--- config.mk ---
export PLATFORM = sky130hd
export DESIGN_NAME = ps2_host
export DESIGN_NICKNAME = d
export VERILOG_FILES = /design/src/hw/ps2_pkg.sv /design/src/hw/ps2_line_if.sv /design/src/hw/ps2_line_sync.sv /design/src/hw/ps2_receiver.sv /design/src/hw/ps2_transmitter.sv /design/src/hw/ps2_bus_port.sv /design/src/hw/ps2_host.sv
export VERILOG_INCLUDE_DIRS = /design/src /design/src/hw
export SDC_FILE = /design/constraint.sdc
export NUM_CORES = 1
export LEC_CHECK = 0
export ABC_CLOCK_PERIOD_IN_PS = 3700
export CAP_MARGIN = 30
export CORE_MARGIN = 1
export CORE_UTILIZATION = 48
export CTS_BUF_LIST = sky130_fd_sc_hd__clkbuf_4
export DETAILED_ROUTE_END_ITERATION = 10
export DONT_BUFFER_PORTS = 1
export MAX_ROUTING_LAYER = met4
export SYNTH_ARGS = -nofsm -noshare
export SYNTH_HDL_FRONTEND = slang
export SYNTH_SLANG_ARGS = --single-unit
--- constraint.sdc ---
create_clock -name clk -period 3.7 [get_ports clk]
set_clock_uncertainty 0.1 [all_clocks]
set_input_delay 0.185 -clock clk [delete_from_list [all_inputs] [get_ports clk]]
set_output_delay 0.185 -clock clk [all_outputs]
set_load 0.03 [all_outputs]
--- src/hw/ps2_params.svh ---
`ifndef PS2_PARAMS_SVH
`define PS2_PARAMS_SVH

// frame layout
`define PS2_DATA_W      8
`define PS2_FRAME_BITS  11   // start, data, parity, stop

// host request-to-send hold, in system clocks
`define PS2_RTS_CYCLES  400

// input synchronizer depth
`define PS2_SYNC_STAGES 2

`endif

--- src/hw/ps2_pkg.sv ---
`include "ps2_params.svh"

package ps2_pkg;

    typedef logic [`PS2_DATA_W-1:0] ps2_byte_t;

    // whole frame as it appears on the wire, lsb is the start bit
    typedef logic [`PS2_FRAME_BITS-1:0] ps2_frame_t;

    // counts clock falls within one frame
    typedef logic [$clog2(`PS2_FRAME_BITS + 1)-1:0] ps2_bit_cnt_t;

    typedef logic [`PS2_SYNC_STAGES-1:0] ps2_sync_t;

    // ==============================
    // status register as seen by the cpu
    typedef struct packed {
        logic [4:0] reserved;   // reads as zero
        logic       ack_ok;     // device acked the last send
        logic       parity_ok;  // last frame had odd parity
        logic       has_data;   // byte waiting to be read
    } ps2_status_t;

endpackage

--- src/hw/ps2_line_if.sv ---
`timescale 1ns/1ps

interface ps2_line_if;

    logic clk_fall;      // one-cycle strobe per falling edge
    logic data_level;    // synchronized data line
    logic rx_hold_clk;   // receiver wants the clock inhibited
    logic tx_active;     // send in progress
    logic tx_clk_low;    // request-to-send phase
    logic tx_data_low;   // current tx bit is 0

    modport sync (
        output clk_fall, data_level,
        input  rx_hold_clk, tx_active, tx_clk_low, tx_data_low
    );

    modport rx (
        input  clk_fall, data_level, tx_active,
        output rx_hold_clk
    );

    modport tx (
        input  clk_fall, data_level,
        output tx_active, tx_clk_low, tx_data_low
    );

endinterface

--- src/hw/ps2_line_sync.sv ---
`timescale 1ns/1ps
`include "ps2_params.svh"

module ps2_line_sync
    import ps2_pkg::*;
(
    input  logic       clk,
    input  logic       rst_n,
    input  logic       ps2_clk_in,
    input  logic       ps2_data_in,
    output logic       ps2_clk_drive_low,
    output logic       ps2_data_drive_low,
    ps2_line_if.sync   line
);

    ps2_sync_t clk_sync;
    ps2_sync_t data_sync;
    logic      clk_prev;

    // ==============================
    // input synchronizers and fall detect
    always_ff @(posedge clk or negedge rst_n) begin
        if (!rst_n) begin
            clk_sync        <= '1;  // lines idle high
            data_sync       <= '1;
            clk_prev        <= 1'b1;
            line.clk_fall   <= 1'b0;
            line.data_level <= 1'b1;
        end else begin
            clk_sync        <= {clk_sync[`PS2_SYNC_STAGES-2:0], ps2_clk_in};
            data_sync       <= {data_sync[`PS2_SYNC_STAGES-2:0], ps2_data_in};
            clk_prev        <= clk_sync[`PS2_SYNC_STAGES-1];
            line.clk_fall   <= clk_prev & ~clk_sync[`PS2_SYNC_STAGES-1];
            line.data_level <= data_sync[`PS2_SYNC_STAGES-1];  // aligned with clk_fall
        end
    end

    // ==============================
    // open-drain drivers, registered so they never glitch
    always_ff @(posedge clk or negedge rst_n) begin
        if (!rst_n) begin
            ps2_clk_drive_low  <= 1'b0;
            ps2_data_drive_low <= 1'b0;
        end else begin
            // a send overrides the receive inhibit
            ps2_clk_drive_low  <= line.tx_clk_low | (line.rx_hold_clk & ~line.tx_active);
            ps2_data_drive_low <= line.tx_data_low;
        end
    end

endmodule

--- src/hw/ps2_receiver.sv ---
`timescale 1ns/1ps
`include "ps2_params.svh"

module ps2_receiver
    import ps2_pkg::*;
(
    input  logic      clk,
    input  logic      rst_n,
    input  logic      status_clear,
    output ps2_byte_t rx_byte,
    output logic      has_data,
    output logic      parity_ok,
    output logic      rx_busy,
    ps2_line_if.rx    line
);

    localparam ps2_bit_cnt_t LAST_BIT = ps2_bit_cnt_t'(`PS2_FRAME_BITS - 1);

    ps2_frame_t   frame;
    ps2_frame_t   frame_next;
    ps2_bit_cnt_t bit_cnt;
    logic         shift_en;
    logic         frame_done;

    // no shifting while a byte is pending, the clock is held then anyway
    assign shift_en   = line.clk_fall & ~has_data;
    assign frame_next = {line.data_level, frame[`PS2_FRAME_BITS-1:1]};  // lsb first
    assign frame_done = shift_en & ~line.tx_active & (bit_cnt == LAST_BIT);

    always_ff @(posedge clk) begin
        if (shift_en) begin
            frame <= frame_next;
        end
    end

    // ==============================
    // bit counter and status
    always_ff @(posedge clk or negedge rst_n) begin
        if (!rst_n) begin
            bit_cnt   <= '0;
            has_data  <= 1'b0;
            parity_ok <= 1'b0;
            rx_byte   <= '0;
        end else begin
            if (line.tx_active || frame_done) begin
                bit_cnt <= '0;  // host owns the line during a send
            end else if (shift_en) begin
                bit_cnt <= bit_cnt + 1'b1;
            end

            if (status_clear) begin
                has_data  <= 1'b0;
                parity_ok <= 1'b0;
            end else if (frame_done) begin
                has_data  <= 1'b1;
                rx_byte   <= frame_next[`PS2_DATA_W:1];
                // data plus parity bit must hold an odd number of ones
                parity_ok <= ^frame_next[`PS2_DATA_W+1:1];
            end
        end
    end

    assign line.rx_hold_clk = has_data;  // inhibit until the cpu clears
    assign rx_busy          = (bit_cnt != '0);

endmodule

--- src/hw/ps2_transmitter.sv ---
`timescale 1ns/1ps
`include "ps2_params.svh"

module ps2_transmitter
    import ps2_pkg::*;
(
    input  logic      clk,
    input  logic      rst_n,
    input  logic      tx_load,
    input  ps2_byte_t tx_byte,
    input  logic      status_clear,
    output logic      ack_ok,
    ps2_line_if.tx    line
);

    localparam int RTS_W = $clog2(`PS2_RTS_CYCLES);
    localparam logic [RTS_W-1:0] RTS_LAST = RTS_W'(`PS2_RTS_CYCLES - 1);
    localparam ps2_bit_cnt_t ACK_BIT = ps2_bit_cnt_t'(`PS2_FRAME_BITS - 1);

    typedef enum logic [1:0] {
        TX_IDLE,
        TX_RTS,
        TX_SEND
    } tx_state_t;

    tx_state_t        state;
    logic [RTS_W-1:0] rts_cnt;
    ps2_bit_cnt_t     bit_cnt;
    ps2_frame_t       shift;
    logic             rts_done;
    logic             send_fall;
    logic             ack_slot;

    assign rts_done  = (state == TX_RTS) && (rts_cnt == '0);
    assign send_fall = (state == TX_SEND) && line.clk_fall;  // falls during rts are our own
    assign ack_slot  = send_fall && (bit_cnt == ACK_BIT);

    // ==============================
    // sequence control
    always_ff @(posedge clk or negedge rst_n) begin
        if (!rst_n) begin
            state   <= TX_IDLE;
            rts_cnt <= '0;
            bit_cnt <= '0;
        end else begin
            case (state)
                TX_IDLE: begin
                    if (tx_load) begin
                        state   <= TX_RTS;
                        rts_cnt <= RTS_LAST;
                    end
                end
                TX_RTS: begin
                    if (rts_done) begin
                        state   <= TX_SEND;
                        bit_cnt <= '0;
                    end else begin
                        rts_cnt <= rts_cnt - 1'b1;
                    end
                end
                TX_SEND: begin
                    if (send_fall) begin
                        bit_cnt <= bit_cnt + 1'b1;
                        if (ack_slot) begin
                            state <= TX_IDLE;  // ack sampled, transfer over
                        end
                    end
                end
                default: state <= TX_IDLE;
            endcase
        end
    end

    // frame is built at the end of rts, byte is stable by then
    always_ff @(posedge clk) begin
        if (rts_done) begin
            shift <= {1'b1, ~^tx_byte, tx_byte, 1'b0};  // stop, odd parity, data, start
        end else if (send_fall) begin
            shift <= {1'b1, shift[`PS2_FRAME_BITS-1:1]};
        end
    end

    // ==============================
    // acknowledge flag
    always_ff @(posedge clk or negedge rst_n) begin
        if (!rst_n) begin
            ack_ok <= 1'b0;
        end else if (ack_slot) begin
            ack_ok <= ~line.data_level;  // device pulls data low to ack
        end else if (status_clear) begin
            ack_ok <= 1'b0;
        end
    end

    assign line.tx_active   = (state != TX_IDLE);
    assign line.tx_clk_low  = (state == TX_RTS);
    // start bit is 0, so data goes low together with the clock
    assign line.tx_data_low = (state == TX_RTS) || ((state == TX_SEND) && !shift[0]);

endmodule

--- src/hw/ps2_bus_port.sv ---
`timescale 1ns/1ps
`include "ps2_params.svh"

module ps2_bus_port
    import ps2_pkg::*;
(
    input  logic      clk,
    input  logic      rst_n,
    input  logic      data_sel,
    input  logic      status_sel,
    input  logic      we,
    input  logic      oe,
    input  ps2_byte_t wr_data,
    input  ps2_byte_t rx_byte,
    input  logic      has_data,
    input  logic      parity_ok,
    input  logic      ack_ok,
    input  logic      rx_busy,
    input  logic      tx_busy,
    output ps2_byte_t rd_data,
    output logic      rdy,
    output logic      tx_load,
    output ps2_byte_t tx_byte,
    output logic      status_clear
);

    ps2_status_t status;

    // ==============================
    // write decode
    assign tx_load      = we & data_sel & ~tx_busy;  // dropped while sending
    assign status_clear = we & status_sel;

    always_ff @(posedge clk or negedge rst_n) begin
        if (!rst_n) begin
            tx_byte <= '0;
        end else if (tx_load) begin
            tx_byte <= wr_data;  // held for the whole transfer
        end
    end

    // ==============================
    // read side
    always_comb begin
        status           = '0;
        status.has_data  = has_data;
        status.parity_ok = parity_ok;
        status.ack_ok    = ack_ok;
    end

    always_comb begin
        if (oe && data_sel) begin
            rd_data = rx_byte;
        end else if (oe && status_sel) begin
            rd_data = status;
        end else begin
            rd_data = {`PS2_DATA_W{1'b0}};
        end
    end

    assign rdy = ~(rx_busy | tx_busy);  // idle in both directions

endmodule

--- src/hw/ps2_host.sv ---
`timescale 1ns/1ps

module ps2_host
    import ps2_pkg::*;
(
    input  logic      clk,
    input  logic      rst_n,
    // cpu side
    input  logic      data_sel,
    input  logic      status_sel,
    input  logic      we,
    input  logic      oe,
    input  ps2_byte_t wr_data,
    output ps2_byte_t rd_data,
    output logic      rdy,
    // ps/2 side, open-drain split into level and pull-down
    input  logic      ps2_clk_in,
    input  logic      ps2_data_in,
    output logic      ps2_clk_drive_low,
    output logic      ps2_data_drive_low
);

    ps2_byte_t rx_byte;
    ps2_byte_t tx_byte;
    logic      has_data;
    logic      parity_ok;
    logic      ack_ok;
    logic      rx_busy;
    logic      tx_load;
    logic      status_clear;

    ps2_line_if line_if ();

    ps2_line_sync line_sync_inst (
        .clk                (clk),
        .rst_n              (rst_n),
        .ps2_clk_in         (ps2_clk_in),
        .ps2_data_in        (ps2_data_in),
        .ps2_clk_drive_low  (ps2_clk_drive_low),
        .ps2_data_drive_low (ps2_data_drive_low),
        .line               (line_if.sync)
    );

    ps2_receiver receiver_inst (
        .clk          (clk),
        .rst_n        (rst_n),
        .status_clear (status_clear),
        .rx_byte      (rx_byte),
        .has_data     (has_data),
        .parity_ok    (parity_ok),
        .rx_busy      (rx_busy),
        .line         (line_if.rx)
    );

    ps2_transmitter transmitter_inst (
        .clk          (clk),
        .rst_n        (rst_n),
        .tx_load      (tx_load),
        .tx_byte      (tx_byte),
        .status_clear (status_clear),
        .ack_ok       (ack_ok),
        .line         (line_if.tx)
    );

    ps2_bus_port bus_port_inst (
        .clk          (clk),
        .rst_n        (rst_n),
        .data_sel     (data_sel),
        .status_sel   (status_sel),
        .we           (we),
        .oe           (oe),
        .wr_data      (wr_data),
        .rx_byte      (rx_byte),
        .has_data     (has_data),
        .parity_ok    (parity_ok),
        .ack_ok       (ack_ok),
        .rx_busy      (rx_busy),
        .tx_busy      (line_if.tx_active),
        .rd_data      (rd_data),
        .rdy          (rdy),
        .tx_load      (tx_load),
        .tx_byte      (tx_byte),
        .status_clear (status_clear)
    );

endmodule

==> impl_metrics.csv <==
group,metric,value,unit
routing,drc,0,
routing,post_drt_wl_per_cell,15.09,um
synth,area_share_of_the_largest_cell_type_after_synthesis,33.41,%
critical_path,path_class,"flop to flop",
routing,route.vias.total,2022,
critical_path,worst-path-max-fanout,8,
final_layout,num_antenna_cells,0,
clock_tree,clkSlewWorstSetupHoldPaths,0.11,ns
final_layout,final_core_util,57.70,%
synth,synthesis.area,0.003070,mm^2
synth,yosys.area.top_type,"dfrtp_1",
floorplanning,design.portCount,27,
status,run_status,"finished, final reports clean",
floorplanning,design.die.area,0.006721,mm^2
timing,totalNegativeSetupSlack,0,ns
critical_path,cp.buffers_inverters,1,
final_layout,syn2layout_area_growth,13.90,%
critical_path,worst_path_dominant_cell_family,"simple AND/OR/NAND/NOR gates",
floorplanning,die_span_y,81.98,um
synth,synth_seq_cells,66,
power_and_ir_drop,cell_leakage_power,1.438,nW
global_route,number_of_antenna_violations_at_the_first_check_in_global_routing,0,
timing,timing.final.hold_violations,0,
clock_tree,cts-root-to-sink-buffers,2,
timing,maximum_clock_frequency,401.1,MHz
critical_path,crit_path_cell_trace,"inv_1, ha_1, or4b_2, o21ai_2, and3_1, mux2_2",
final_layout,layout-drive-gt1-share,16.84,%
synth,post_synth_num_cell_types,50,
critical_path,critPathMaxStageDelay,0.61,ns
synth,yosysWarningCount,0,
clock_tree,cts_tree,"done",
clock_tree,cts_num_sinks,66,
final_layout,multiInputGateArea,0.001244,mm^2
placed_design,place.gp.congestion,0.7718,
critical_path,category_of_the_worst_setup_path_capture_point,"flop",
floorplanning,rows,28,
final_layout,layout.area.seq,0.001744,mm^2
timing,setup_viol,0,
synth,yosysMostFrequentCell,"dfrtp_1",
clock_tree,root_buffer,"clkbuf_4",
routing,ant_nets,0,
power_and_ir_drop,power_density,600.8,mW/mm^2
synth,ys.flop_type,"dfrtp_1",
timing,timing_worst_slew_pin_value,0.7867,ns
global_route,overflow,0,
synth,post_synth_main_area_contributors,"dfrtp_1 33%, edfxtp_1 18%, mux2_2 6.6%, dfstp_2 5.1%, ha_1 3.7%",
global_route,first_pass_grt_wire_length,9315,um
synth,synth.yosys.seq_area_share,56.81,%
hold_path,hp-class,"input pin to flop",
timing,slew_viol_final,0,
synth,post_syn_area_per_cell,11.67,um^2
timing,final_min_period_over_clock_period,67.38,%
routing,drt-initial-drc-count,76,
power_and_ir_drop,irDropWorstVdd,0.3763,mV
global_route,grtUsageTotal,19.63,%
timing,maxSlewHeadroom,47.09,%
synth,postSynth.asyncResetShare,71.21,%
clock_tree,htree_num_levels,3,
critical_path,arrival,2.70,ns
floorplanning,initial_utilization,50.66,%
global_route,grt_max_degree,48,
synth,number_of_enable_flip_flop_cells_after_synthesis,18,
critical_path,crit_path_start_kind,"flop",
critical_path,cpMaxStageDelayCell,"or4b_2",
routing,finalWirelength,5524,um
clock_tree,worst_skew_pair.late_latency,0.41,ns
floorplanning,placeableCoreArea,0.006061,mm^2
final_layout,nets,312,
timing,layout_min_cycle_time,2.493,ns
placed_design,dp.final_hpwl,3698,um
synth,synth_cells,263,
synth,synth.top_cells.by_count,"41 x dfrtp_1, 29 x nand2_1, 18 x edfxtp_1, 18 x mux2_2, 13 x inv_1",
floorplanning,die-width,81.98,um
routing,drt_pre_antenna_iters,4,
timing,rsz_0062_raised_after_global_routing,"no",
critical_path,timing.critical_path.required,3.90,ns
routing,route.detailed.vias_per_inst,5.525,
clock_tree,cts-buffers-inserted,9,
synth,synth_fp_nets,288,
final_layout,fillCellCount,515,
clock_tree,post_cts_resize_count,0,
placed_design,buffer_ports.inserted,0,
flow_run,max_cap_violations,0,
global_route,first_global_vias,1995,
[tightest hold or removal path, stage by stage]
cell	delay (ns)
nand2_1	0.05
a21oi_1	0.10
o21ai_0	0.14
[layout by cell type, fill, tap and decap left out, drive strengths merged, types with 3 or more instances in the layout]
cell         instances
o31ai                7
ha                   9
dfrtp               41
xor2                 3
nand2               29
nor2                11
inv                 13
a21oi                7
nor2b                4
xnor2               12
or4                  8
edfxtp              18
and3                 7
or3                  3
nand2b               3
mux2                18
dfstp                6
dlygate4sd3         16
a31oi                3
buf                  4
o21ai               13
clkbuf              12
nand3                9
[kinds of logic after synthesis]
family,count (synthesis),share of synthesized area [%]
xor gates and xnor gates,16,5.012
adders and majority gates,9,3.668
AOI/OAI and AO/OA,44,9.577
muxes,20,7.253
and+or+nand+nor,87,15.00
buffers and inverters,21,2.690
DFF,66,56.81
[sequential cells by signal, indices dropped and copies added (netlist names)]
signal                             flops
receiver_inst.rx_byte                  8
line_sync_inst.line.clk_fall           1
line_sync_inst.ps2_data_drive_low      1
line_sync_inst.clk_prev                1
line_sync_inst.ps2_clk_drive_low       1
transmitter_inst.bit_cnt               4
receiver_inst.bit_cnt                  4
bus_port_inst.tx_byte                  8
transmitter_inst.ack_ok                1
transmitter_inst.shift                10
transmitter_inst.rts_cnt               9
transmitter_inst.state                 2
line_sync_inst.clk_sync                2
receiver_inst.parity_ok                1
receiver_inst.has_data                 1
receiver_inst.frame                    9
line_sync_inst.line.data_level         1
line_sync_inst.data_sync               2
[stage by stage]
step | worst slack, ns | instances | hold slack (ns) | power, mW | instance area, um^2
2_1_floorplan | 1.435 | 263 | -0.2106 | 1.432 | 3070
3_3_place_gp | 1.168 | 333 | -0.2096 | 1.547 | 3153
3_5_place_dp | 1.193 | 334 | -0.2094 | 1.563 | 3158
4_1_cts | 1.186 | 366 | 0.002414 | 2.124 | 3497
5_1_grt | 1.019 | 366 | 0.04225 | 2.238 | 3497
6_report | 1.207 | 366 | 0.02753 | 2.101 | 3497
[layer usage]
layer / vias to the layer above / share of wire [%] / global-route usage (%)
met5: - / 0 / -
met4: 0 / 1.1 / 8.947
met3: 7 / 3.3 / 4.000
met2: 37 / 45 / 29.09
met1: 984 / 51 / 25.88
li1: 994 / - / -
[worst paths after layout]
kind                                             startpoint                        endpoint  slack [ns]  cells past startpoint
worst min register to register  line_sync_inst.data_sync[1]  line_sync_inst.line.data_level        0.26                      0
min in group asynchronous                             rst_n        receiver_inst.rx_byte[5]        0.16                      2
max in group asynchronous                             rst_n     line_sync_inst.data_sync[1]        3.03                      2
worst max-delay path            transmitter_inst.rts_cnt[0]     transmitter_inst.bit_cnt[1]        1.21                      6
worst max register to register  transmitter_inst.rts_cnt[0]     transmitter_inst.bit_cnt[1]        1.21                      6
worst min-delay path                               data_sel     transmitter_inst.rts_cnt[0]        0.03                      3
[report_power, final]
| group | switching [mW] | internal (mW) | total, mW |
|---|---|---|---|
| logic | 0.307 | 0.274 | 0.580 |
| registers | 0.117 | 0.871 | 0.988 |
| clock network | 0.250 | 0.283 | 0.533 |
[final cells by class]
cell class | count | share of cell area, %
Sequential cell | 66 | 49.87
Clock inverter | 4 | 1.968
Clock buffer | 11 | 2.361
Timing Repair Buffer | 21 | 6.154
Inverter | 13 | 1.395
Multi-Input combinational cell | 176 | 35.56
Tap cell | 75 | 2.683
[what timing repair did]
item	CTS	global route
hold buffers	17	0
buffers inserted	0	0
setup endpoints to repair	0	0
endpoints found under the hold margin	62	0
(Power assumes the default switching activity.)
